$ cat src/source/mixer_pkg.sv
`default_nettype none

package mixer_pkg;

	localparam int PIXELS_PER_WORD = 8;
	localparam int BURST_WORDS     = 64;   // 512 pixels per segment
	localparam int WORD_BYTES      = 16;

	typedef logic [15:0]  pixel_t;         // 6-5-5, green on top
	typedef logic [127:0] mem_word_t;

	typedef struct packed {
		logic       hs;
		logic       vs;
		logic       de;
		logic [7:0] red;
		logic [7:0] green;
		logic [7:0] blue;
	} video_in_t;

	typedef struct packed {
		logic [1:0]  segment;
		logic [11:0] line;
	} word_tag_t;

	typedef struct packed {
		word_tag_t tag;
		mem_word_t word;
	} fifo_entry_t;

	// Controller instruction encoding
	typedef enum logic [2:0] {
		MEM_OP_WRITE = 3'b000
	} mem_op_t;

	typedef struct packed {
		logic        en;
		mem_op_t     op;
		logic [5:0]  bl;          // Burst length minus one
		logic [29:0] byte_addr;
	} mem_cmd_t;

	typedef struct packed {
		logic        en;
		logic [15:0] mask;        // Set bit masks that byte
		mem_word_t   data;
	} mem_wr_t;

	typedef enum logic [1:0] {
		GRANT_NONE,
		GRANT_PORT0,
		GRANT_PORT1
	} grant_t;

	typedef enum logic [1:0] {
		PHASE_IDLE,
		PHASE_DATA,
		PHASE_CMD
	} wr_phase_t;

endpackage

`default_nettype wire

$ cat src/source/pixel_counter.sv
`timescale 1ns/10ps
`default_nettype none

module pixel_counter (
	input  wire                  pclk0,
	input  wire                  vrst,
	input  wire mixer_pkg::video_in_t video,
	output logic [11:0]          pixel_count,
	output logic [11:0]          line_count
);

	logic vs_q;
	logic de_q;

	always_ff @(posedge pclk0) begin
		if (vrst) begin
			vs_q        <= 1'b0;
			de_q        <= 1'b0;
			pixel_count <= '0;
			line_count  <= '0;
		end else begin
			vs_q <= video.vs;
			de_q <= video.de;

			if (video.de) begin
				if (!de_q)
					pixel_count <= '0;                   // First pixel of the line
				else if (pixel_count != '1)
					pixel_count <= pixel_count + 12'd1;  // Saturate on very long lines
			end

			// New frame restarts the line numbering
			if (video.vs && !vs_q)
				line_count <= '0;
			else if (de_q && !video.de)
				line_count <= line_count + 12'd1;
		end
	end

endmodule

`default_nettype wire

$ cat config.mk
export PLATFORM = sky130hd
export DESIGN_NAME = pixel_counter
export DESIGN_NICKNAME = d
export VERILOG_FILES = /design/src/source/mixer_pkg.sv /design/src/source/pixel_counter.sv
export SDC_FILE = /design/constraint.sdc
export NUM_CORES = 1
export LEC_CHECK = 0
export ABC_AREA = 1
export ABC_CLOCK_PERIOD_IN_PS = 1700
export BUFFER_PORTS_ARGS = -buffer_cell sky130_fd_sc_hd__buf_2
export CAP_MARGIN = 25
export CORE_MARGIN = 3
export CORE_UTILIZATION = 25
export CTS_CLUSTER_SIZE = 10
export DETAILED_ROUTE_END_ITERATION = 8
export GPL_TIMING_DRIVEN = 0
export SKIP_LAST_GASP = 1
export SLEW_MARGIN = 20
export SYNTH_ARGS = -nofsm -noshare
export SYNTH_HDL_FRONTEND = slang
export SYNTH_SLANG_ARGS = --single-unit
$ cat constraint.sdc
create_clock -name pclk0 -period 1.7 [get_ports pclk0]
set_clock_uncertainty 0.1 [all_clocks]
set_input_delay 0.17 -clock pclk0 [delete_from_list [all_inputs] [get_ports pclk0]]
set_output_delay 0.17 -clock pclk0 [all_outputs]
set_load 0.1 [all_outputs]
==> impl_metrics.csv <==
group,metric,value,unit
detailed_routing,vias,1357,
cells_and_area,final_common_cell,"nand2_1",
logic_synthesis,synth-edff-count,0,
logic_synthesis,syn_avg_cell_area,6.53,um2
place,place_inst,313,
place,gp_congestion,0.800,
timing,setup_viol,0,
global_routing,grt_pass1_vias,1248,
timing,drv_slew,0,
detailed_routing,viasPerCell,4.28,
clock_tree,clkTransAtPathRegs,0.10,ns
cells_and_area,num_antenna_cells,0,
run_status,outcome,"completed",
worst_setup_path,start_kind,"flip-flop",
timing,rsz0062_at_grt,"no",
logic_synthesis,async_flop_share,0,
clock_tree,cts-root-buf,"clkbuf_8",
clock_tree,clock_sinks,26,
cells_and_area,areaGrowthSynthToFinish,23.0,%
worst_setup_path,worstPathArrival,1.67,ns
power,power.internal,0.942,mW
floorplanning,dieWidth,81.4,um
worst_hold_path,min_path_type,"in -> reg",
clock_tree,cts_setup_buffers,0,
logic_synthesis,syn-num-nets,249,
power,p_seq_frac,0.502,
power,peakVddDrop,0.324,mV
logic_synthesis,synth_seq_cells,26,
floorplanning,core,5300,um2
place,dpl_cell_area,1670,um2
floorplanning,io_pins,53,
clock_tree,numCtsBuffers,3,
timing,layout_setup_ws,0.133,ns
power,power.leakage,0.762,nW
cells_and_area,fin_util,0.330,
floorplanning,start_util,0.268,
place,post-place-ws,0.0345,ns
clock_tree,postCtsHoldBufs,0,
power,switching_share,0.228,
timing,fmax,638,MHz
run,maxCapViolations,0,
detailed_routing,firstDrtPassIters,4,
cells_and_area,nNetsFinal,279,
cells_and_area,nFillCells,585,
logic_synthesis,ys_seq_area_frac,0.366,
detailed_routing,routed_wl,3.25,mm
worst_setup_path,crit_fanout,8,
cells_and_area,drive_gt1_frac,0.259,
floorplanning,dieArea,6630,um2
power,combPwrFrac,0.063,
global_routing,grt_max_degree,16,
timing,min_period_over_period,0.922,
detailed_routing,ant_nets,0,
cells_and_area,fin_area,1750,um2
power,power,1.22,mW
timing,worst_pin_slew,0.527,ns
floorplanning,rows,26,
logic_synthesis,synth_cell_type_count,24,
cells_and_area,layout_common_cells,"nand2_1 (64), inv_1 (33), nor2_1 (28)",
global_routing,grt_overflow,0,
global_routing,grt_pass1_wl,5.51,mm
floorplanning,die-height,81.4,um
timing,hold_viol_final,0,
timing,fin_hold_ws,0.0164,ns
logic_synthesis,synthesis.area,1420,um2
worst_setup_path,worstSetupEndpointType,"flip-flop",
timing,period_needed,1.57,ns
logic_synthesis,syn_inst,218,
timing,fin_setup_tns,0,ns
detailed_routing,drtIter0Drc,67,
power,switchingPower,0.278,mW
clock_tree,clk-insertion-delay-late,0.28,ns
global_routing,antenna_found_initial,0,
place,port_buffers,25,
place,dp_hpwl,2.49,mm
global_routing,grt_usage,0.105,
timing,slew_headroom,0.646,
worst_setup_path,cp.required,1.81,ns
cells_and_area,fin_cells,317,
worst_setup_path,worstSetupPathType,"reg -> reg",
power,p_clk_frac,0.435,
power,powerDensity,697,nW/um2
logic_synthesis,yosys_warnings,0,
clock_tree,cts_tree,"yes",
detailed_routing,avgRoutedWirePerCell,10.2,um
detailed_routing,drc,0,
logic_synthesis,synthFlopType,"dfxtp_1",
clock_tree,cts_buffer_depth,2,
clock_tree,htreeDepth,1,
## cell usage after synthesis (3+ instances only)
cell	instances	area [um2]
nand2_1	64	240
inv_1	33	124
nor2_1	29	109
dfxtp_1	26	521
a21oi_1	17	85.1
nand3_1	11	55.1
o21ai_0	7	35.0
nand4_1	5	31.3
nor2_2	4	25.0
nand3b_1	3	22.5
## state kept, by name, indices dropped and copies added, names as in the netlist
register,cells
line_count,12
pixel_count,12
de_q,1
vs_q,1
## metal layers
layer / up-vias / GRT usage / share of wire
met5: - / 0 / 0
met4: 0 / 0.0541 / 0.018
met3: 4 / 0.0154 / 0.036
met2: 20 / 0.165 / 0.43
met1: 594 / 0.140 / 0.52
li1: 739 / - / -
## critical path, cell delays in order, from the launching register on
cell and delay, ns:
dfxtp_4 0.38, ha_1 0.16, nand2_1 0.10, nor2_2 0.15, nand2_1 0.10, inv_1 0.09, nand2_2 0.09, nand2_4 0.12
nand2_1 0.06, a21oi_1 0.13
## worst paths after layout
check / from / slack [ns] / end / cells after the start
min: video[25] / 0.02 / vs_q / 3
max reg2reg: pixel_count[0] / 0.13 / pixel_count[1] / 9
min reg2reg: line_count[3] / 0.37 / line_count[3] / 1
max: pixel_count[0] / 0.13 / pixel_count[1] / 9
## power by group through the flow
stage / logic [mW] / clock network, mW / registers [mW]
after CTS: 0.0775 / 0.546 / 0.612
after floorplan: 0.0460 / 0 / 0.640
after global routing: 0.0866 / 0.567 / 0.613
final: 0.0773 / 0.531 / 0.612
after detailed placement: 0.0775 / 0 / 0.627
after global placement: 0.0770 / 0 / 0.627
## cell families (layout without fill, tap and decap cells)
group | count (synthesis) | count (layout) | share of synthesized area
xor+xnor | 3 | 3 | 0.0185
buf+inv | 36 | 65 | 0.0985
fa+ha+maj | 2 | 2 | 0.0176
compound gates | 27 | 27 | 0.0967
simple gates | 124 | 124 | 0.403
flops | 26 | 26 | 0.366
## what timing repair did
action	in CTS	in global routing
hold endpoints to repair	0	0
setup endpoints to repair	0	9
gates resized for setup	0	2
## area by class of cell
| class | instances | area [um2] | share of cell area |
|---|---|---|---|
| inverters | 34 | 128 | 0.0729 |
| well taps | 70 | 87.6 | 0.0500 |
| repair buffers | 25 | 125 | 0.0715 |
| multi-input cells | 156 | 769 | 0.440 |
| flip-flops and latches | 26 | 557 | 0.318 |
| clock inverters | 1 | 30.0 | 0.0172 |
| clock buffers | 3 | 41.3 | 0.0236 |
| plain buffers | 2 | 12.5 | 0.00715 |
Note: power is estimated with default switching activity, not from simulation.
