## config.mk

```make
export PLATFORM = sky130hd
export DESIGN_NAME = port_arbiter
export DESIGN_NICKNAME = d
export VERILOG_FILES = /design/src/source/mixer_pkg.sv /design/src/source/port_arbiter.sv
export SDC_FILE = /design/constraint.sdc
export NUM_CORES = 1
export LEC_CHECK = 0
export BUFFER_PORTS_ARGS = -buffer_cell sky130_fd_sc_hd__buf_2
export CORE_ASPECT_RATIO = 1.4
export CORE_MARGIN = 4
export CORE_UTILIZATION = 65
export DETAILED_ROUTE_END_ITERATION = 10
export MAX_ROUTING_LAYER = met4
export PLACE_DENSITY = 0.84
export SYNTH_ARGS = -nofsm -noshare
export SYNTH_HDL_FRONTEND = slang
export SYNTH_SLANG_ARGS = --single-unit
```

## constraint.sdc

```tcl
create_clock -name pclk0 -period 7.4 [get_ports pclk0]
set_clock_uncertainty 0.05 [all_clocks]
set_input_delay 0.37 -clock pclk0 [delete_from_list [all_inputs] [get_ports pclk0]]
set_output_delay 0.37 -clock pclk0 [all_outputs]
set_load 0.03 [all_outputs]
```

## src/source/mixer_pkg.sv

```systemverilog
`default_nettype none

package mixer_pkg;

	localparam int PIXELS_PER_WORD = 8;
	localparam int BURST_WORDS     = 64;   // 512 pixels per segment
	localparam int WORD_BYTES      = 16;

	typedef logic [15:0]  pixel_t;         // 6-5-5, green on top
	typedef logic [127:0] mem_word_t;

	typedef struct packed {
		logic       hs;
		logic       vs;
		logic       de;
		logic [7:0] red;
		logic [7:0] green;
		logic [7:0] blue;
	} video_in_t;

	typedef struct packed {
		logic [1:0]  segment;
		logic [11:0] line;
	} word_tag_t;

	typedef struct packed {
		word_tag_t tag;
		mem_word_t word;
	} fifo_entry_t;

	// Controller instruction encoding
	typedef enum logic [2:0] {
		MEM_OP_WRITE = 3'b000
	} mem_op_t;

	typedef struct packed {
		logic        en;
		mem_op_t     op;
		logic [5:0]  bl;          // Burst length minus one
		logic [29:0] byte_addr;
	} mem_cmd_t;

	typedef struct packed {
		logic        en;
		logic [15:0] mask;        // Set bit masks that byte
		mem_word_t   data;
	} mem_wr_t;

	typedef enum logic [1:0] {
		GRANT_NONE,
		GRANT_PORT0,
		GRANT_PORT1
	} grant_t;

	typedef enum logic [1:0] {
		PHASE_IDLE,
		PHASE_DATA,
		PHASE_CMD
	} wr_phase_t;

endpackage

`default_nettype wire

```

## src/source/port_arbiter.sv

```systemverilog
`timescale 1ns/10ps
`default_nettype none

module port_arbiter (
	input  wire               pclk0,
	input  wire               vrst,
	input  wire               seg_ready0,
	input  wire               seg_ready1,
	input  wire               burst_done,
	output mixer_pkg::grant_t grant
);

	import mixer_pkg::*;

	logic [7:0] backlog0;   // Complete segments waiting per port
	logic [7:0] backlog1;
	logic       done0;
	logic       done1;

	function automatic logic [7:0] next_backlog(
		input logic [7:0] count,
		input logic       inc,
		input logic       dec
	);
		logic [7:0] result;
		result = count;
		if (inc && !dec)
			result = count + 8'd1;
		else if (dec && !inc)
			result = count - 8'd1;
		return result;
	endfunction

	assign done0 = burst_done && (grant == GRANT_PORT0);
	assign done1 = burst_done && (grant == GRANT_PORT1);

	always_ff @(posedge pclk0) begin
		if (vrst) begin
			backlog0 <= '0;
			backlog1 <= '0;
		end else begin
			backlog0 <= next_backlog(backlog0, seg_ready0, done0);
			backlog1 <= next_backlog(backlog1, seg_ready1, done1);
		end
	end

	// Deeper backlog wins, port 0 on a tie
	always_ff @(posedge pclk0) begin
		if (vrst) begin
			grant <= GRANT_NONE;
		end else begin
			case (grant)
				GRANT_NONE: begin
					if (backlog1 > backlog0)
						grant <= GRANT_PORT1;
					else if (backlog0 != '0)
						grant <= GRANT_PORT0;
					else if (backlog1 != '0)
						grant <= GRANT_PORT1;
				end
				GRANT_PORT0,
				GRANT_PORT1: begin
					if (burst_done)
						grant <= GRANT_NONE;
				end
				default: grant <= GRANT_NONE;
			endcase
		end
	end

endmodule

`default_nettype wire

```

==> results.md, run 1 <==
* Status: finished clean
* Post_cts resized at 0
* Tmin final at 2700 ps
* Clk buf depth at 2
* Register clock-pin slew on the reported worst setup and hold paths at 100 ps
* Logic gate share of total power at 61.6%
* Ys async rst share at 0%
* Pre-antenna DRT Iters at 4
* Clk_lat worst skew at 310 ps
* Vias in the first global route at 1422
* Final Setup Violations at 0
* Final period util at 36.5%
* Number of antenna violations at the first check in global routing at 0
* Post-route DRC at 0
* Final WL at 3250 um
* Switching Fraction at between 40% and 50%
* Seq/Total Area, Yosys at 23.1%
* Layout area overhead at 5.06%
* Crit end category: flop
* Via count at 1401
* Antenna viol nets, final at 0
* Largest net degree at the start of global routing at 27
* YS warnings at 0
* RSZ-0062 raised after global routing: no
* GPL Wtd Cong at 0.789
* Initial DRC Count at 32
* Final setup TNS at 0 ps
* Crit Path Max Fanout at 8
* Required @ worst endpoint at about 7600 ps
* Fin worst setup slack at 4700 ps
* Worst path slowest cell: or4_4
* Total gr overflow at 0
* First-pass GRT wire length at 5860 um
* Yosys cell types at 38
* Sw Pwr at ~0.28 mW
* Worst slew margin at between 60% and 70%
* Adder-Cell Fraction of Synth Area at a little under a quarter
* Synth Area in Simple Gates at between 20% and 30%
* Leak Pwr at 0.773 nW
* Multi-input gate area at 1120 sq um
* Cell area after layout at 1640 sq um
* Crit path DAT at about 2900 ps
* Post-Synthesis Cells at 187
* Num CTS Buffers at 3
* Max VDD drop at 200 uV
* Synth Area in Compound Gates at 19.3%
* Initial Util at between 60% and 70%
* Final hold slack at between 300 and 400 ps
* Clock sinks at 18
* Antenna diodes at 0
* Placement-stage cell area at between 1500 and 2000 sq um
* Post-synth EDFFs at 0
* Clk pwr share at approximately 10%
* Root buf cell: clkbuf_4
* Number of port buffers at 6
* Core area at 2230 sq um
* Syn Std Cell Area at 1560 sq um
* CTS tree: built
* CTS HTree Levels at 1
* Maximum clock rate at about 0.37 GHz
* Most frequent CP cell: ha_1
* Synth Area in XOR/XNOR at 3.37%
* Synthesis-stage register bit count at 18
* Wirelength per Cell at 15.1 um
* Hpwl dp at 2570 um
* Util after Layout at 73.5%
* Setup CP Type: reg -> reg
* Pre-CTS worst setup slack at 4740 ps
* Fill cells at around 180
* Syn avg cell area at 8.33 sq um
* GRT Total Usage at 23.0%
* Tightest Hold Check Type: in -> reg
* Fin. Hold Viols at 0
* Nets at 226
* Post-synth top flop: dfxtp_1
* Critical-path cell list: inv_1 -> ha_1 -> nand2_1 -> ha_1 -> inv_1 -> ha_1 -> or4_4 -> o22ai_2 -> mux2i_1 -> mux2_1
* Die W at 49.4 um
* Register cell area after layout at 360 sq um
* # IOs at 7
* Die Y at 65.9 um
* Setup Buffers After CTS at 0
* Reg power frac at around 28%
* # rows at 20
* Via density at 6.52
* Main combinational cell family by area after synthesis: adder cells
* Max Cap Viol at 0
* Worst-margin pin slew at 529 ps
* Internal at 0.344 mW
* Portion of netlist area occupied by mux cells at 5.30%
* CTS hold repair buffers at 0
* Slowest cell delay on critical path at 550 ps
* Cell Pwr Density at 382 nW/um^2
* Final slew viol count at 0
* Syn_nets at 219
* Die area at 3250 sq um
* Startpoint Class: flop
* Layout cells sized above 1 at about 7.8%
-- per-stage QoR --
step           total power [mW]  instances
6_report                  0.624        215
5_1_grt                   0.691        215
4_1_cts                   0.625        215
3_5_place_dp              0.559        211
3_3_place_gp              0.534        211
2_1_floorplan             0.477        187
-- cell usage after synthesis, types with 2 or more instances --
cell       number  area [sq um]
nor2_1         23          86.3
nand2_1        12          45.0
and4_1          2          17.5
or4b_2          2          20.0
inv_1          16          60.1
clkbuf_1        4          15.0
mux2i_1         6          60.1
and3_1          2          12.5
nor2b_1         2          12.5
a2111oi_0       2          17.5
nor3_1          8          40.0
a311o_1         2          20.0
xnor2_1         3          26.3
a21o_1          5          37.5
o22ai_2         2          25.0
nor4_1          3          18.8
a31oi_1         2          12.5
a211oi_1        5          37.5
mux2_1          2          22.5
a21boi_0        2          15.0
o211ai_1        2          15.0
dfxtp_1        18           360
ha_1           25           313
xor2_1          3          26.3
o21ai_0        11          55.1
a21oi_1         8          40.0
nor4b_1         2          17.5
fa_1            2          40.0
nor3b_1         2          15.0
-- layer usage --
| metal | wire (um) | vias to the layer above | GRT usage, % |
|---|---|---|---|
| met1 | 1320 | 677 | 22.6 |
| met5 | 0 | - | - |
| met4 | 69 | 0 | 9.00 |
| met3 | 58 | 6 | 2.48 |
| li1 | - | 700 | - |
| met2 | 1800 | 18 | 45.5 |
-- power by group through the flow --
| stage | combinational (mW) | clock, mW | sequential, mW |
|---|---|---|---|
| 4_1_cts | 0.384 | 0.0657 | 0.175 |
| 3_5_place_dp | 0.382 | 0 | 0.178 |
| 5_1_grt | 0.437 | 0.0726 | 0.182 |
| 2_1_floorplan | 0.307 | 0 | 0.170 |
| 3_3_place_gp | 0.359 | 0 | 0.175 |
| 6_report | 0.385 | 0.0641 | 0.176 |
-- registers in the layout, summed over array words and instances (netlist names) --
| register | flops |
|---|---|
| backlog0 | 8 |
| grant | 2 |
| backlog1 | 8 |
-- layout by cell type (no fill, tap or decap), drive strengths merged, types with 2 or more instances in the layout --
cell type  Yosys  routed
a2111oi        2       2
nor3b          2       2
fa             2       2
and3           2       2
a21o           5       5
a311o          2       2
a21oi          8       8
xnor2          3       3
mux2i          6       6
ha            25      25
or4            2       2
or4b           2       2
nor4           3       3
o21ai         11      11
nor2b          2       2
nor3           8       8
mux2           2       2
o22ai          2       2
inv           16      16
nor2          23      23
xor2           3       3
a21boi         2       2
buf            0       6
a211oi         5       5
nand2         12      12
dfxtp         18      18
a31oi          2       2
o211ai         2       2
nor4b          2       2
clkbuf         4       4
and4           2       2
-- area by class of cell --
cell class,instances,share of cell area (%)
timing repair buffer,6,1.83
sequential,18,22.0
multi-input combinational,149,68.6
inverter,16,3.67
tap,22,1.68
clock buffer,4,2.22
-- cell families after synthesis --
group | Yosys count
DFF | 18
adders and majority gates | 27
AOI/OAI and AO/OA | 44
xor gates and xnor gates | 6
buffers and inverters | 20
muxes | 8
and+or+nand+nor | 64
-- critical path, delay by kind of cell (launching register included) --
| kind | cells | cell delay, ps |
|---|---|---|
| compound gates | 1 | 140 |
| mux | 2 | 550 |
| fa+ha+maj | 3 | 630 |
| buf+inv | 2 | 230 |
| simple gates | 2 | 620 |
| flops | 1 | 390 |
-- path summary, 6_finish.rpt --
path	start	depth (start not counted)	slack, ps	end
worst max-delay path	grant[0]	10	4700	backlog1[7]
worst max register to register	grant[0]	10	4700	backlog1[7]
worst min register to register	grant[0]	2	490	grant[0]
worst min-delay path	burst_done	3	370	grant[0]
(Power assumes the default switching activity.)
==> inputs of run 2 (changes only) <==
--- a/config.mk
+++ b/config.mk
@@ -8,10 +8,10 @@
 export BUFFER_PORTS_ARGS = -buffer_cell sky130_fd_sc_hd__buf_2
 export CORE_ASPECT_RATIO = 1.4
 export CORE_MARGIN = 4
-export CORE_UTILIZATION = 65
+export CORE_UTILIZATION = 61
 export DETAILED_ROUTE_END_ITERATION = 10
 export MAX_ROUTING_LAYER = met4
-export PLACE_DENSITY = 0.84
+export PLACE_DENSITY = 0.79
 export SYNTH_ARGS = -nofsm -noshare
 export SYNTH_HDL_FRONTEND = slang
 export SYNTH_SLANG_ARGS = --single-unit
==> constraint.sdc (replaced) <==
create_clock -name pclk0 -period 2.7 [get_ports pclk0]
set_clock_uncertainty 0.05 [all_clocks]
set_input_delay 0.135 -clock pclk0 [delete_from_list [all_inputs] [get_ports pclk0]]
set_output_delay 0.135 -clock pclk0 [all_outputs]
set_load 0.03 [all_outputs]
==> results.md, run 2 (same netlist as run 1, synthesis figures left out) <==
* Status: finished clean
* Antenna viol nets, final at 0
* Startpoint Class: flop
* Layout area overhead at 10.0%
* First-pass GRT wire length at 5740 um
* Crit path DAT at 2700 ps
* Pre-antenna DRT Iters at 5
* # rows at 21
* Final WL at between 3000 and 4000 um
* Pre-CTS worst setup slack at 51.3 ps
* Vias in the first global route at 1375
* Die W at 50.7 um
* Number of port buffers at 6
* Final Setup Violations at 0
* Fin. Hold Viols at 0
* FF-to-FF setup slack at 150 ps
* GRT Total Usage at 22.1%
* Antenna diodes at 0
* Final slew viol count at 0
* CTS hold repair buffers at 0
* Total gr overflow at 0
* CTS HTree Levels at 1
* Worst slew margin at 65.0%
* Die area at about 3400 sq um
* Max Cap Viol at 0
* Via density at about 6.2
* Tightest Hold Check Type: in -> reg
* Required @ worst endpoint at 2860 ps
* Number of antenna violations at the first check in global routing at 0
* Initial Util at between 60 and 70%
* Cell Pwr Density at 1050 nW/um^2
* Crit end category: flop
* Num CTS Buffers at 3
* Hold Crit Depth at 3
* Hpwl dp at 2600 um
* Wirelength per Cell at 15.1 um
* Largest net degree at the start of global routing at 27
* # IOs at 7
* Tmin final at 2550 ps
* Final period util at 94.3%
* Nets at 226
* Layout cells sized above 1 at 14.5%
* Top Registers: backlog0 x8, backlog1 x8, grant x2
* Setup Buffers After CTS at 0
* Crit Path Max Fanout at 8
* Max VDD drop at around 730 uV
* Clk_lat worst skew at 300 ps
* Root buf cell: clkbuf_4
* CTS tree: built
* Worst reg-to-reg path cell count at 10
* Worst-margin pin slew at 525 ps
* Setup CP Type: reg -> reg
* Leak Pwr at ~0.76 nW
* Maximum clock rate at roughly 0.39 GHz
* Fin worst setup slack at 155 ps
* RSZ-0062 raised after global routing: no
* Via count at 1416
* Post-route DRC at 0
* Commonest non-fill, non-tap cell in the layout: nor2_1
* Die Y at 67.8 um
* Core area at 2420 sq um
* Most frequent cells in the layout: 21 x nor2_1, 20 x ha_1, 16 x dfxtp_1, 14 x inv_1, 12 x nand2_1
* Post_cts resized at 0
* Register clock-pin slew on the reported worst setup and hold paths at 110 ps
* Clock sinks at 18
* Clk buf depth at 2
* Initial DRC Count at 72
* Final setup TNS at 0 ps
* GPL Wtd Cong at between 0.7 and 0.8
[run 2: power breakdown]
| part | leakage, nW | switching [mW] | internal (mW) | total [mW] |
|---|---|---|---|---|
| combinational | 0.590 | 0.592 | 0.540 | 1.13 |
| clock | 0.0210 | 0.0911 | 0.0824 | 0.173 |
| sequential | 0.150 | 0.126 | 0.362 | 0.489 |
[run 2: path summary, 6_finish.rpt]
kind,start,to
worst max-delay path,grant[0],backlog1[7]
worst min-delay path,burst_done,grant[0]
worst max register to register,grant[0],backlog1[7]
worst min register to register,grant[0],grant[0]
[run 2: layer usage]
layer	vias to the layer above	part of all wire [%]	GRT usage, %
li1	699	-	-
met1	669	40	21.0
met2	37	55	44.9
met3	11	2.9	2.65
met4	0	1.8	7.07
met5	-	0	-
[run 2: stage by stage]
stage	hold slack [ps]	utilization (%)	area [sq um]	power, mW	instances
global placement	455	66.9	1620	1.48	223
global route	151	70.9	1710	1.97	227
CTS	119	68.4	1650	1.71	227
finish	116	70.9	1710	1.79	227
floorplan	296	-	1560	1.31	187
detailed placement	448	66.9	1620	1.53	223
[run 2: critical path, stage by stage (launching register included)]
cell and delay, ps:
dfxtp_2 360, inv_1 60, ha_1 190, nand2_1 80, ha_2 210, inv_4 80, ha_4 170, or4_4 550
o22ai_4 150, mux2i_1 210, mux2_1 330
[run 2: final cells by class]
cell class              instances  area [sq um]
well taps                      34          42.5
flip-flops and latches         18           363
repair buffers                  6          30.0
fillers                       201           703
multi-input cells             149          1180
clock buffers                   4          36.3
inverters                      16          62.6
==> inputs of run 3 (changes only) <==
--- a/config.mk
+++ b/config.mk
@@ -7,9 +7,10 @@
 export LEC_CHECK = 0
 export BUFFER_PORTS_ARGS = -buffer_cell sky130_fd_sc_hd__buf_2
 export CORE_ASPECT_RATIO = 1.4
-export CORE_MARGIN = 4
+export CORE_MARGIN = 1
 export CORE_UTILIZATION = 61
 export DETAILED_ROUTE_END_ITERATION = 10
+export HOLD_SLACK_MARGIN = 0.12
 export MAX_ROUTING_LAYER = met4
 export PLACE_DENSITY = 0.79
 export SYNTH_ARGS = -nofsm -noshare
==> results.md, run 3 (same netlist as run 1, synthesis figures left out) <==
* Tmin final at approximately 2600 ps
* Via density at slightly below 6
* Switching Fraction at 45.0%
* Fill cells at roughly 230
* Root buf cell: clkbuf_4
* # IOs at 7
* Util after Layout at 69.0%
* Clock sinks at 18
* Fin. Hold Viols at 0
* Vias in the first global route at between 1000 and 1500
* Status: finished clean
* Via count at 1353
* Startpoint Class: flop
* Num CTS Buffers at 3
* Logic gate share of total power at approximately three fifths
* Initial DRC Count at 33
* Nets at 226
* Crit Path Max Fanout at 8
* CTS hold repair buffers at 0
* Sw Pwr at 0.781 mW
* Layout area overhead at 7.07%
* Final period util at 96.3%
* Post-route DRC at 0
* Most frequent cells in the layout: 23 x nor2_1, 22 x ha_1, 16 x dfxtp_1, 14 x inv_1, 12 x nand2_1
* Die Y at 61.8 um
* Largest net degree at the start of global routing at 27
* CTS HTree Levels at 1
* Hpwl dp at roughly 2600 um
* Commonest non-fill, non-tap cell in the layout: nor2_1
* Setup CP Type: reg -> reg
* GPL Wtd Cong at 0.784
* Max Cap Viol at 0
* Worst slew margin at 64.6%
* GRT Total Usage at about 29%
* Top Registers: backlog0 x8, backlog1 x8, grant x2
* Final slew viol count at 0
* Worst path slowest cell: or4_4
* Number of antenna violations at the first check in global routing at 0
* Antenna viol nets, final at 0
* Tightest Hold Check Type: in -> reg
* Cell Pwr Density at approximately 1000 nW/um^2
* Die W at between 40 and 50 um
* Wirelength per Cell at roughly 15 um
* Crit path DAT at approximately 2800 ps
* Register clock-pin slew on the reported worst setup and hold paths at 110 ps
* Total gr overflow at 0
* Clk buf depth at 2
* Worst-margin pin slew at 531 ps
* Required @ worst endpoint at 2860 ps
* # rows at 21
* CTS tree: built
* Number of port buffers at 6
* Setup Buffers After CTS at 0
* Pre-antenna DRT Iters at 5
* Reg power frac at 27.9%
* Critical-path cell list: inv_1 -> ha_1 -> nand2_1 -> ha_2 -> inv_2 -> ha_1 -> or4_4 -> o22ai_2 -> mux2i_1 -> mux2_1
* Register cell area after layout at roughly 360 sq um
* Antenna diodes at 0
* Final Setup Violations at 0
* Clk pwr share at 10.1%
* Slowest cell delay on critical path at 520 ps
* Final WL at 3340 um
* Most frequent CP cell: ha_1
* Max VDD drop at 562 uV
* Maximum clock rate at 0.385 GHz
* First-pass GRT wire length at ~5600 um
* RSZ-0062 raised after global routing: no
* Post_cts resized at 0
* Initial Util at 64.4%
* Layout cells sized above 1 at 11.9%
* Multi-input gate area at 1140 sq um
* Crit end category: flop
* Core area at 2420 sq um
* Clk_lat worst skew at 310 ps
* Internal at 0.955 mW
* Final setup TNS at 0 ps
* Leak Pwr at 0.767 nW
* Die area at 2760 sq um
run 3: final cells by class:
type,count,area share (%)
well taps,34,2.55
clock buffers,4,2.18
inverters,16,3.60
flip-flops and latches,18,21.8
repair buffers,6,1.80
multi-input cells,149,68.1
run 3: through the flow:
stage / area, sq um / power [mW] / hold WS, ps / std cells / setup slack, ps
after floorplan: 1560 / 1.31 / 296 / 187 / 7.21
after global placement: 1620 / 1.48 / 456 / 223 / 101
after detailed placement: 1620 / 1.54 / 456 / 223 / 38.8
after CTS: 1650 / 1.72 / 126 / 227 / 21.7
after global routing: 1670 / 1.91 / 160 / 227 / 6.02
final: 1670 / 1.74 / 121 / 227 / 99.9
run 3: worst paths after layout:
check             startpoint     endpoint  slack [ps]  cells after the start
hold / removal    burst_done     grant[0]         120                      3
hold reg to reg     grant[0]     grant[0]         470                      2
setup / recovery    grant[0]  backlog1[7]         100                     10
setup reg to reg    grant[0]  backlog1[7]         100                     10
run 3: power groups by stage:
stage | combinational (mW) | clock, mW | sequential [mW]
final | 1.07 | 0.176 | 0.485
after floorplan | 0.841 | 0 | 0.466
after detailed placement | 1.05 | 0 | 0.489
after global routing | 1.22 | 0.188 | 0.500
after CTS | 1.06 | 0.176 | 0.482
after global placement | 0.993 | 0 | 0.483
run 3: worst max-delay path: cells and delay by family (launching register included):
kind            cells  cell delay [ps]
simple gates        2              600
mux                 2              600
buf+inv             2              140
compound gates      1              140
flops               1              370
fa+ha+maj           3              600
run 3: layer usage:
layer	vias up	wire length [um]	GRT usage, %
met5	-	0	-
met4	0	77	13.9
met3	7	34	4.62
met2	6	1830	53.8
met1	640	1400	28.8
li1	700	-	-
