$ cat config.mk
export PLATFORM = sky130hd
export DESIGN_NAME = pixel_packer
export DESIGN_NICKNAME = d
export VERILOG_FILES = /design/src/source/mixer_pkg.sv /design/src/source/pixel_packer.sv
export SDC_FILE = /design/constraint.sdc
export NUM_CORES = 1
export LEC_CHECK = 0
export BUFFER_PORTS_ARGS = -buffer_cell sky130_fd_sc_hd__buf_2
export CAP_MARGIN = 10
export CORE_MARGIN = 10
export CORE_UTILIZATION = 35
export DETAILED_ROUTE_END_ITERATION = 12
export GPL_TIMING_DRIVEN = 0
export PLACE_DENSITY = 0.68
export SYNTH_ARGS = -nofsm -noshare
export SYNTH_HDL_FRONTEND = slang
export SYNTH_SLANG_ARGS = --single-unit
$ cat constraint.sdc
create_clock -name pclk0 -period 4.5 [get_ports pclk0]
set_input_delay 0.45 -clock pclk0 [delete_from_list [all_inputs] [get_ports pclk0]]
set_output_delay 0.45 -clock pclk0 [all_outputs]
set_load 0.01 [all_outputs]
$ cat src/source/mixer_pkg.sv
`default_nettype none

package mixer_pkg;

	localparam int PIXELS_PER_WORD = 8;
	localparam int BURST_WORDS     = 64;   // 512 pixels per segment
	localparam int WORD_BYTES      = 16;

	typedef logic [15:0]  pixel_t;         // 6-5-5, green on top
	typedef logic [127:0] mem_word_t;

	typedef struct packed {
		logic       hs;
		logic       vs;
		logic       de;
		logic [7:0] red;
		logic [7:0] green;
		logic [7:0] blue;
	} video_in_t;

	typedef struct packed {
		logic [1:0]  segment;
		logic [11:0] line;
	} word_tag_t;

	typedef struct packed {
		word_tag_t tag;
		mem_word_t word;
	} fifo_entry_t;

	// Controller instruction encoding
	typedef enum logic [2:0] {
		MEM_OP_WRITE = 3'b000
	} mem_op_t;

	typedef struct packed {
		logic        en;
		mem_op_t     op;
		logic [5:0]  bl;          // Burst length minus one
		logic [29:0] byte_addr;
	} mem_cmd_t;

	typedef struct packed {
		logic        en;
		logic [15:0] mask;        // Set bit masks that byte
		mem_word_t   data;
	} mem_wr_t;

	typedef enum logic [1:0] {
		GRANT_NONE,
		GRANT_PORT0,
		GRANT_PORT1
	} grant_t;

	typedef enum logic [1:0] {
		PHASE_IDLE,
		PHASE_DATA,
		PHASE_CMD
	} wr_phase_t;

endpackage

`default_nettype wire

$ cat src/source/pixel_packer.sv
`timescale 1ns/10ps
`default_nettype none

module pixel_packer #(
	parameter int LINE_PIXELS = 1024
) (
	input  wire                    pclk0,
	input  wire                    vrst,
	input  wire mixer_pkg::video_in_t video,
	input  wire [11:0]             pixel_count,
	input  wire [11:0]             line_count,
	output mixer_pkg::fifo_entry_t entry,
	output logic                   push,
	output logic                   seg_ready
);

	import mixer_pkg::*;

	localparam int SEG_PIXELS = PIXELS_PER_WORD * BURST_WORDS;
	localparam int PIXEL_W    = $bits(pixel_t);
	localparam int WORD_W     = $bits(mem_word_t);

	pixel_t    pixel;
	mem_word_t shift_word;
	logic      valid_q;     // Counts belong to a real pixel
	logic      word_end;
	logic      seg_end;
	logic      in_line;
	logic      take;

	assign pixel = {video.green[7:2], video.red[7:3], video.blue[7:3]};

	assign word_end = (pixel_count % PIXELS_PER_WORD) == PIXELS_PER_WORD - 1;
	assign seg_end  = (pixel_count % SEG_PIXELS) == SEG_PIXELS - 1;
	assign in_line  = pixel_count < LINE_PIXELS;
	assign take     = valid_q && word_end;

	// Newest pixel enters at the top, so the first ends up lowest
	always_ff @(posedge pclk0) begin
		if (video.de)
			shift_word <= {pixel, shift_word[WORD_W-1:PIXEL_W]};
	end

	always_ff @(posedge pclk0) begin
		if (vrst) begin
			valid_q   <= 1'b0;
			push      <= 1'b0;
			seg_ready <= 1'b0;
		end else begin
			valid_q   <= video.de;
			push      <= take && in_line;
			seg_ready <= take && in_line && seg_end;
		end
	end

	always_ff @(posedge pclk0) begin
		if (take) begin
			entry.word        <= shift_word;
			entry.tag.segment <= 2'(pixel_count / SEG_PIXELS);
			entry.tag.line    <= line_count;
		end
	end

endmodule

`default_nettype wire

==> results of run 1 <==
[Yosys cell counts]
library cell | number | area share (%)
nor4_2 | 1 | 0.15
or3_4 | 1 | 0.14
nand2_1 | 1 | 0.046
nor2_1 | 1 | 0.046
edfxtp_1 | 270 | 99
nor2b_1 | 1 | 0.076
nand4_1 | 2 | 0.15
dfxtp_1 | 3 | 0.73
inv_1 | 1 | 0.046
[metal layers]
layer / up-vias / routed length [um]
li1: 1585 / -
met2: 120 / 7580
met4: 0 / 360
met3: 25 / 984
met5: - / 0
met1: 1703 / 5410
[area by class of cell]
| cell class | count | area, um^2 | share of cell area [%] |
|---|---|---|---|
| clock inverters | 22 | 176 | 1.68 |
| well taps | 319 | 399 | 3.81 |
| clock buffers | 28 | 679 | 6.49 |
| multi-input cells | 7 | 50.0 | 0.478 |
| inverters | 1 | 8.76 | 0.0836 |
| repair buffers | 188 | 992 | 9.47 |
| flip-flops and latches | 273 | 8170 | 78.0 |
[worst min path at each step]
stage	from	endpoint	slack [ns]	depth (start not counted)
2_1_floorplan	shift_word[0]$_DFFE_PP_	entry[0]$_DFFE_PP_	0.40	0
3_3_place_gp	shift_word[0]$_DFFE_PP_	entry[0]$_DFFE_PP_	0.40	0
4_1_cts	line_count[5]	entry[133]$_DFFE_PP_	0.06	1
6_report	line_count[5]	entry[133]$_DFFE_PP_	0.09	1
3_5_place_dp	shift_word[11]$_DFFE_PP_	entry[11]$_DFFE_PP_	0.40	0
5_1_grt	pixel_count[9]	entry[140]$_DFFE_PP_	0.07	1
[flip-flops by register name (all words and copies together) (netlist names)]
| register | flops |
|---|---|
| entry | 142 |
| shift_word | 128 |
| push | 1 |
| seg_ready | 1 |
| valid_q | 1 |
[cell families after synthesis]
logic type | share of synthesized area (%)
DFF | 99.3
and+or+nand+nor | 0.609
buffers and inverters | 0.0456
[stage by stage]
step,setup WS (ns),hold WS (ns)
floorplan,0.643,0.400
global placement,-0.561,0.401
detailed placement,2.36,0.405
CTS,2.58,0.0611
global route,2.50,0.0665
finish,2.60,0.0938
[placed cells by master (no fill, tap or decap)]
cell and instances:
nor4_2 1, or3_4 1, dfxtp_1 3, clkinv_1 5, clkinv_2 8, buf_2 185, clkbuf_16 27, nand4_1 2
inv_6 2, clkinvlp_4 3, buf_6 1, buf_16 2, clkbuf_1 1, nor2b_1 1, nor2_1 1, edfxtp_1 270
nand2_1 1, clkinv_4 3, bufinv_16 2
[power by group]
part           internal (mW)  switching [mW]  total [mW]  leakage [nW]
Clock                   1.22           0.901        2.12         0.419
Combinational         0.0234          0.0469      0.0703         0.776
Sequential              2.90          0.0345        2.93          2.56
Total                   4.14           0.982        5.12          3.75
==> summary.md, run 1 <==
| Metric | Value |
|---|---|
| Critical Path Stages | `3` |
| Static Leak | `roughly 3.8 nW` |
| Fin cells | `approximately 840` |
| First-pass GRT wire length | `22200 um` |
| Syn nets | `roughly 330` |
| # setup viols final | `0` |
| Number of fillers in the final layout | `between 1500 and 2000` |
| Area growth syn-to-layout | `27.4%` |
| # hold bufs at CTS | `0` |
| Worst setup EP type | `flip-flop` |
| Peak per-stage delay on the critical path | `around 0.52 ns` |
| Max FO, Critical Path | `79` |
| Reg2reg setup slack | `between 2 and 3 ns` |
| CP bufs+invs | `2` |
| Cell at the slowest stage of the critical path | `inv_6` |
| Post-synthesis sequential area ratio | `between 90% and 100%` |
| Outcome | `complete, no violations` |
| Clk_skew | `around 0.024 ns` |
| Worst-path clk slew | `around 0.060 ns` |
| Vias per cell | `approximately 4` |
| Flops & latches, synth | `between 200 and 300` |
| Final WL | `about 14000 um` |
| Vias in the first global route | `approximately 3700` |
| Reg2Reg Launch Point | `valid_q$_SDFF_PP0_` |
| DR WL/cell | `roughly 17 um` |
| Post-cts sizing count | `0` |
| CTS sink cnt | `between 200 and 300` |
| IO Port Bufs | `approximately 190` |
| Met1 usage | `10.5%` |
| Slew margin rel. | `between 50% and 60%` |
| GRT overflow | `0` |
| Initial cell density of the core | `a little over a third` |
| Kind of critical path | `reg -> reg` |
| Final hold violations | `0` |
| Maximum VDD drop | `between 200 and 300 uV` |
| Post-synth cell types | `9` |
| Largest net degree at the start of global routing | `80` |
| Max Clock Freq | `roughly 530 MHz` |
| Worst-margin pin slew | `approximately 0.63 ns` |
| All-Layer GR Usage | `a little under a tenth` |
| Postcts setup bufs | `0` |
| Number of inserted diodes | `0` |
| Synth warn | `0` |
| Initial antenna violation count | `0` |
| RSZ-0062 raised after global routing | `false` |
| Grt met3 use | `under 10%` |
| Maximum clock insertion buffer count | `3` |
| CP cell instances | `nand4_1 > inv_6 > buf_16` |
| CTS Root Cell | `clkbuf_16` |
| Core ar. | `0.0233 mm^2` |
| Syn avg cell area | `29.3 um^2` |
| Synth Cell Area | `0.00822 mm^2` |
| CP Data Required Time | `4.67 ns` |
| Skew-Pair Late Insertion Delay | `between 0.5 and 0.6 ns` |
| Final Cycle Share | `a little over two fifths` |
| Die span in y | `roughly 170 um` |
| Critical Path AT | `between 2 and 2.5 ns` |
| CTS tree | `yes` |
| Die area | `between 0.03 and 0.04 mm^2` |
| Gr busiest metal | `met2` |
| Setup_tns | `0 ns` |
| CTS Buf Count | `27` |
| Placed wire-length estimate | `around 9400 um` |
| Total number of vias | `about 3400` |
| Placed inst area | `0.00962 mm^2` |
| Worst r2r dst | `entry[30]$_DFFE_PP_` |
| Crit. Startpoint | `valid_q$_SDFF_PP0_` |
| CTS H-Tree Depth | `1` |
| Max-cap violations | `0` |
| Crit path max-delay family | `buffers and inverters` |
| Critical Path Sink | `entry[30]$_DFFE_PP_` |
| I/O Pins | `roughly 200` |
| Routability cong. | `approximately 0.72` |
| Minimum clock period | `between 1.5 and 2 ns` |
| Type of the most critical hold path | `in -> reg` |
| Die Wd | `between 150 and 200 um` |
| R2R depth | `3` |
| Dpl cells | `~790` |
| Residual DRC | `0` |
| TritonRoute pass-1 iters | `4` |
| Fin util | `between 40% and 50%` |
| Iteration-0 DRC count of the detailed router | `approximately 220` |
| Post-synthesis cell count | `roughly 280` |
| M2 GR Usage | `between 10% and 20%` |
| Setup crit start kind | `flip-flop` |
| Cell area after layout | `about 0.010 mm^2` |
| Ratio of cells with drive above 1 in the final layout | `a little under half` |
| Power Density | `around 500 mW/mm^2` |
| ANT nets after route | `0` |
| # rows | `56` |
| Fin. max-slew vios | `0` |
| Layout Nets | `551` |
| Design Power | `between 5 and 6 mW` |
Note: power is estimated with default switching activity, not from simulation.
==> run 2: changes to the inputs <==
--- a/config.mk
+++ b/config.mk
@@ -11,7 +11,7 @@
 export CORE_UTILIZATION = 35
 export DETAILED_ROUTE_END_ITERATION = 12
 export GPL_TIMING_DRIVEN = 0
-export PLACE_DENSITY = 0.68
+export PLACE_DENSITY = 0.7
 export SYNTH_ARGS = -nofsm -noshare
 export SYNTH_HDL_FRONTEND = slang
 export SYNTH_SLANG_ARGS = --single-unit
==> constraint.sdc (replaced) <==
create_clock -name pclk0 -period 1.64 [get_ports pclk0]
set_input_delay 0.164 -clock pclk0 [delete_from_list [all_inputs] [get_ports pclk0]]
set_output_delay 0.164 -clock pclk0 [all_outputs]
set_load 0.01 [all_outputs]
==> summary.md, run 2 (synthesis results as in run 1) <==
| Metric | Value |
|---|---|
| Outcome | `complete, no violations` |
| Final hold violations | `0 (unchanged)` |
| Internal power | `11.6 mW (+180%)` |
| Clock power share | `41.4% (about the same)` |
| Sequential share of power | `56.7% (-0.6 points)` |
| CP bufs+invs | `3 (+1)` |
| # rows | `56 (unchanged)` |
| CTS sink cnt | `273 (unchanged)` |
| Static Leak | `3.92 nW (+4.4%)` |
| Final WL | `15400 um (+7.3%)` |
| Vias per cell | `4.09 (-0.14%)` |
| Clk_skew | `0.00928 ns (-0.0146 ns)` |
| Maximum clock insertion buffer count | `3 (unchanged)` |
| Number of inserted diodes | `0 (unchanged)` |
| Initial cell density of the core | `35.3% (unchanged)` |
| Register area | `0.00817 mm^2 (unchanged)` |
| Gr busiest metal | `met2` |
| Vias in the first global route | `3903 (+4.6%)` |
| DR WL/cell | `17.5 um (+2.4%)` |
| Leading cell types in the layout, fill and taps excluded | `edfxtp_1 (270), buf_2 (185), dlygate4sd3_1 (36), clkbuf_16 (27), clkbuf_1 (7)` |
| M2 GR Usage | `17.3% (+1.3 points)` |
| Max reg flops | `142 (unchanged)` |
| CTS Root Cell | `clkbuf_16` |
| Die span in y | `173 um (unchanged)` |
| Type of the most critical hold path | `in -> reg` |
| CTS H-Tree Depth | `1 (unchanged)` |
| Slew margin rel. | `61.9% (+4.0 points)` |
| Routability cong. | `0.679 (-5.7%)` |
| Power Density | `1300 mW/mm^2 (+170%)` |
| CTS tree | `yes` |
| GRT overflow | `0 (unchanged)` |
| Iteration-0 DRC count of the detailed router | `243 (+13%)` |
| Crit path max-delay family | `buffers and inverters` |
| CP cell instances | `nand4_1 > clkinvlp_4 > buf_12 > buf_12` |
| Gate power share | `1.9% (+0.5 points)` |
| Dpl cells | `790 (+0.25%)` |
| Worst-margin pin slew | `0.572 ns (-0.0605 ns)` |
| Total number of vias | `3592 (+4.6%)` |
| IO Port Bufs | `186 (unchanged)` |
| Area of the multi-input gates | `50.0 um^2 (unchanged)` |
| Max-cap violations | `0 (unchanged)` |
| Critical Path AT | `1.63 ns (-0.44 ns)` |
| All-Layer GR Usage | `9.82% (+0.52 points)` |
| Die Wd | `173 um (unchanged)` |
| Cell at the slowest stage of the critical path | `dfxtp_1` |
| Setup crit start kind | `flip-flop` |
| Kind of critical path | `reg -> reg` |
| Hold WS | `0.120 ns (+0.0262 ns)` |
| Fin cells | `878 (+4.8%)` |
| Commonest non-fill, non-tap cell in the layout | `edfxtp_1` |
| CTS Buf Count | `26 (-3.7%)` |
| # setup viols final | `0 (unchanged)` |
| Minimum clock period | `1.41 ns (-0.489 ns)` |
| Maximum VDD drop | `740 uV (+150%)` |
| Area growth syn-to-layout | `32.4%` |
| Final Cycle Share | `86.3% (+44 points)` |
| Max FO, Critical Path | `34 (-57%)` |
| Max Clock Freq | `707 MHz (+35%)` |
| Grt met3 use | `3.03% (+0.065 points)` |
| Worst setup EP type | `flip-flop` |
| TritonRoute pass-1 iters | `4 (unchanged)` |
| Fin. max-slew vios | `0 (unchanged)` |
| Ratio of cells with drive above 1 in the final layout | `41.7% (-3.6 points)` |
| ANT nets after route | `0 (unchanged)` |
| Initial antenna violation count | `0 (unchanged)` |
| Largest registers | `entry x142, shift_word x128` |
| Placed wire-length estimate | `9740 um (+3.7%)` |
| Number of fillers in the final layout | `1959 (-1.5%)` |
| RSZ-0062 raised after global routing | `false` |
| I/O Pins | `197 (unchanged)` |
| Die area | `0.0300 mm^2 (unchanged)` |
| Peak per-stage delay on the critical path | `0.32 ns (-0.20 ns)` |
| Met1 usage | `10.8% (+0.24 points)` |
| First-pass GRT wire length | `23300 um (+5.2%)` |
| Sw Share | `18.6% (-0.62 points)` |
| Residual DRC | `0 (unchanged)` |
| Sw Pwr | `2.63 mW (+170%)` |
| Worst-path clk slew | `0.06 ns (about the same)` |
| Skew-Pair Late Insertion Delay | `0.52 ns (about the same)` |
| Layout Nets | `593 (+7.6%)` |
| Biggest register | `entry` |
| Core ar. | `0.0233 mm^2 (unchanged)` |
| CP Data Required Time | `1.85 ns (-2.82 ns)` |
| Crit-path most repeated cell | `buf_12` |
| Largest net degree at the start of global routing | `74 (-7.5%)` |
## run 2: cell types whose count changed in the layout (fill, tap and decap cells not counted)
cell / change
clkinv_4: -3
bufinv_16: +1
inv_6: -1
clkbuf_1: +6
clkinv_2: -4
dlygate4sd3_1: +36
buf_16: -1
buf_12: +3
buf_4: +4
clkinvlp_4: -1
## run 2: power by group through the flow
stage	Clock, mW	Combinational, mW	Sequential [mW]
final	5.87	0.267	8.05
after global routing	6.34	0.292	8.07
after global placement	0	0.179	8.19
after detailed placement	0	0.203	8.20
after floorplan	0	0.0197	8.17
after CTS	6.05	0.272	8.05
## run 2: worst paths after layout
kind	from	endpoint	slack [ns]	depth (start not counted)
max reg2reg	valid_q$_SDFF_PP0_	entry[35]$_DFFE_PP_	0.23	4
min reg2reg	shift_word[14]$_DFFE_PP_	entry[14]$_DFFE_PP_	0.42	0
min	video[24]	shift_word[116]$_DFFE_PP_	0.12	1
max	valid_q$_SDFF_PP0_	entry[35]$_DFFE_PP_	0.23	4
## run 2: cell type report
type,instances,share of cell area (%)
clock buffers,34,6.45
repair buffers,230,13.0
inverters,1,0.0690
multi-input cells,7,0.460
flip-flops and latches,273,75.0
repair inverters,1,0.0690
well taps,319,3.67
clock inverters,13,1.26
## run 2: routing by layer
| layer | share of wire (%) | wire length [um] |
|---|---|---|
| met2 | 52 | 8040 |
| met1 | 38 | 5900 |
| met5 | 0 | 0 |
| met4 | 3.2 | 490 |
| met3 | 6.1 | 942 |
## run 2: what timing repair did
item,CTS,global route
resized for setup,1,0
setup buffers,4,0
endpoints found under the hold margin,33,0
hold buffers,36,0
setup endpoints to repair,142,0
## run 2: metrics by stage
stage	setup slack (ns)	power [mW]	util (%)	cell area (um^2)	TNS (ns)
global placement	-2.19	8.37	41.1	9560	-452.23
CTS	0.222	14.4	46.8	10900	0
global route	0.132	14.7	46.8	10900	0
floorplan	-1.32	8.19	-	8230	-187.51
finish	0.225	14.2	46.8	10900	0
detailed placement	-0.460	8.40	41.5	9650	-36.74
==> run 3: changes to the inputs <==
--- a/config.mk
+++ b/config.mk
@@ -9,9 +9,10 @@
 export CAP_MARGIN = 10
 export CORE_MARGIN = 10
 export CORE_UTILIZATION = 35
+export CTS_BUF_LIST = sky130_fd_sc_hd__clkbuf_2 sky130_fd_sc_hd__clkbuf_4 sky130_fd_sc_hd__clkbuf_8
 export DETAILED_ROUTE_END_ITERATION = 12
 export GPL_TIMING_DRIVEN = 0
-export PLACE_DENSITY = 0.7
+export PLACE_DENSITY = 0.68
 export SYNTH_ARGS = -nofsm -noshare
 export SYNTH_HDL_FRONTEND = slang
 export SYNTH_SLANG_ARGS = --single-unit
==> constraint.sdc (replaced) <==
create_clock -name pclk0 -period 1.8 [get_ports pclk0]
set_input_delay 0.18 -clock pclk0 [delete_from_list [all_inputs] [get_ports pclk0]]
set_output_delay 0.18 -clock pclk0 [all_outputs]
set_load 0.01 [all_outputs]
==> summary.md, run 3 (synthesis results as in run 1) <==
| Metric | Value |
|---|---|
| Outcome | `complete, no violations` |
| DRT met1 WL | `5740 um (-2.8%)` |
| GRT overflow | `0 (unchanged)` |
| Skew-Pair Late Insertion Delay | `0.52 ns (about the same)` |
| I/O Pins | `197 (unchanged)` |
| Max FO, Critical Path | `1 (-97%)` |
| Fin cells | `905 (+3.1%)` |
| CTS sink cnt | `273 (unchanged)` |
| CTS H-Tree Depth | `2 (+1)` |
| First-pass GRT wire length | `23300 um (-0.12%)` |
| Vias in the first global route | `4029 (+3.2%)` |
| Minimum clock period | `about 1.8 ns` |
| Post-cts sizing count | `0 (-1)` |
| Commonest non-fill, non-tap cell in the layout | `edfxtp_1` |
| Largest net degree at the start of global routing | `68 (-8.1%)` |
| Final WL | `15400 um (about the same)` |
| Die area | `0.0300 mm^2 (unchanged)` |
| Kind of critical path | `in -> reg` |
| Vias per cell | `4.07 (-0.63%)` |
| Largest registers | `entry x142, shift_word x128` |
| CP Data Required Time | `2.26 ns (+0.41 ns)` |
| CTS tree | `yes` |
| Setup crit start kind | `input port` |
| Routability cong. | `0.741 (+9.0%)` |
| Max Clock Freq | `around 570 MHz` |
| Ratio of cells with drive above 1 in the final layout | `44.4% (+2.7 points)` |
| Residual DRC | `0 (unchanged)` |
| DR WL/cell | `17.0 um (-2.9%)` |
| ANT nets after route | `0 (unchanged)` |
| Worst-margin pin slew | `0.606 ns (+0.0339 ns)` |
| Maximum VDD drop | `494 uV (-33%)` |
| Final hold violations | `0 (unchanged)` |
| Leading cell types in the layout, fill and taps excluded | `edfxtp_1 (270), buf_2 (185), clkbuf_8 (45), dlygate4sd3_1 (35), clkinv_1 (13)` |
| Area growth syn-to-layout | `33.2%` |
| All-Layer GR Usage | `9.87% (+0.047 points)` |
| Total number of vias | `3679 (+2.4%)` |
| CTS Buf Count | `43 (+65%)` |
| Routed wire length on met2 | `8060 um (+0.22%)` |
| Initial cell density of the core | `35.3% (unchanged)` |
| Die Wd | `173 um (unchanged)` |
| # rows | `56 (unchanged)` |
| Die span in y | `173 um (unchanged)` |
| Max-cap violations | `0 (unchanged)` |
| CTS Root Cell | `clkbuf_8` |
| Iteration-0 DRC count of the detailed router | `229 (-5.8%)` |
| Worst setup EP type | `flip-flop` |
| Clk_skew | `0.0193 ns (+0.0100 ns)` |
| Initial antenna violation count | `0 (unchanged)` |
| Hold WS | `0.114 ns (-0.00604 ns)` |
| Worst-path clk slew | `0.06 ns (about the same)` |
| Max reg flops | `142 (unchanged)` |
| Core ar. | `0.0233 mm^2 (unchanged)` |
| Met3 wire len | `1120 um (+19%)` |
| # setup viols final | `0 (unchanged)` |
| IO Port Bufs | `186 (unchanged)` |
| Number of inserted diodes | `0 (unchanged)` |
| RSZ-0062 raised after global routing | `false` |
| Slew margin rel. | `59.6% (-2.3 points)` |
| Maximum clock insertion buffer count | `3 (unchanged)` |
| Placed wire-length estimate | `9570 um (-1.8%)` |
| Type of the most critical hold path | `in -> reg` |
| Static Leak | `3.98 nW (+1.6%)` |
| Fin. max-slew vios | `0 (unchanged)` |
| Critical Path AT | `2.22 ns (+0.59 ns)` |
| Layout Nets | `606 (+2.2%)` |
| Power Density | `1200 mW/mm^2 (-7.9%)` |
| Biggest register | `entry` |
| TritonRoute pass-1 iters | `4 (unchanged)` |
| Design Power | `13.1 mW (-7.4%)` |
| DR top layer | `met4` |
| Placed inst area | `0.00965 mm^2 (unchanged)` |
| Dpl cells | `790 (unchanged)` |
| Final Cycle Share | `97.5%` |
| Cell area after layout | `0.0109 mm^2 (+0.56%)` |
## run 3: timing repair
action	in CTS	in global routing
setup buffers	1	0
setup endpoints to repair	39	0
hold buffers	35	0
hold endpoints to repair	33	0
## run 3: layout make-up
class / instances / area, um^2
Clock buffer: 52 / 672
Clock inverter: 26 / 264
Fill cell: 1960 / 12300
Inverter: 1 / 7.51
Multi-Input combinational cell: 7 / 50.0
Sequential cell: 273 / 8170
Tap cell: 319 / 399
Timing Repair Buffer: 226 / 1380
Timing Repair inverter: 1 / 5.00
## run 3: path summary, 6_finish.rpt
path / startpoint / to / slack, ns / depth (start not counted)
max: pixel_count[7] / seg_ready$_SDFF_PP0_ / 0.04 / 6
min reg2reg: shift_word[8]$_DFFE_PP_ / entry[8]$_DFFE_PP_ / 0.42 / 0
max reg2reg: valid_q$_SDFF_PP0_ / entry[63]$_DFFE_PP_ / 0.12 / 4
min: pixel_count[1] / push$_SDFF_PP0_ / 0.11 / 3
## run 3: worst max-delay path, stage by stage
cell	delay (ns)
dlygate4sd3_1	0.52
buf_2	0.11
nand2_1	0.05
dlygate4sd3_1	0.57
nor4_2	0.21
dlygate4sd3_1	0.58
## run 3: layer usage
layer,track usage (%),vias up
li1,-,1710
met1,10.4,1800
met2,17.1,138
met3,3.64,31
met4,4.96,0
met5,0,-
## run 3: per-stage QoR
| stage | setup WS (ns) | setup TNS, ns | utilization [%] |
|---|---|---|---|
| 2_1_floorplan | -1.16 | -164.79 | - |
| 3_3_place_gp | -2.15 | -427.91 | 41.1 |
| 3_5_place_dp | -0.151 | -5.74 | 41.5 |
| 4_1_cts | 0.113 | 0 | 47.1 |
| 5_1_grt | 0.0120 | 0 | 47.1 |
| 6_report | 0.0448 | 0 | 47.1 |
## run 3: power by group
part	leakage, nW	internal, mW	switching [mW]	total (mW)
sequential	2.56	7.25	0.0886	7.33
clock	0.488	3.33	2.23	5.56
combinational	0.936	0.110	0.131	0.240
total	3.98	10.7	2.45	13.1
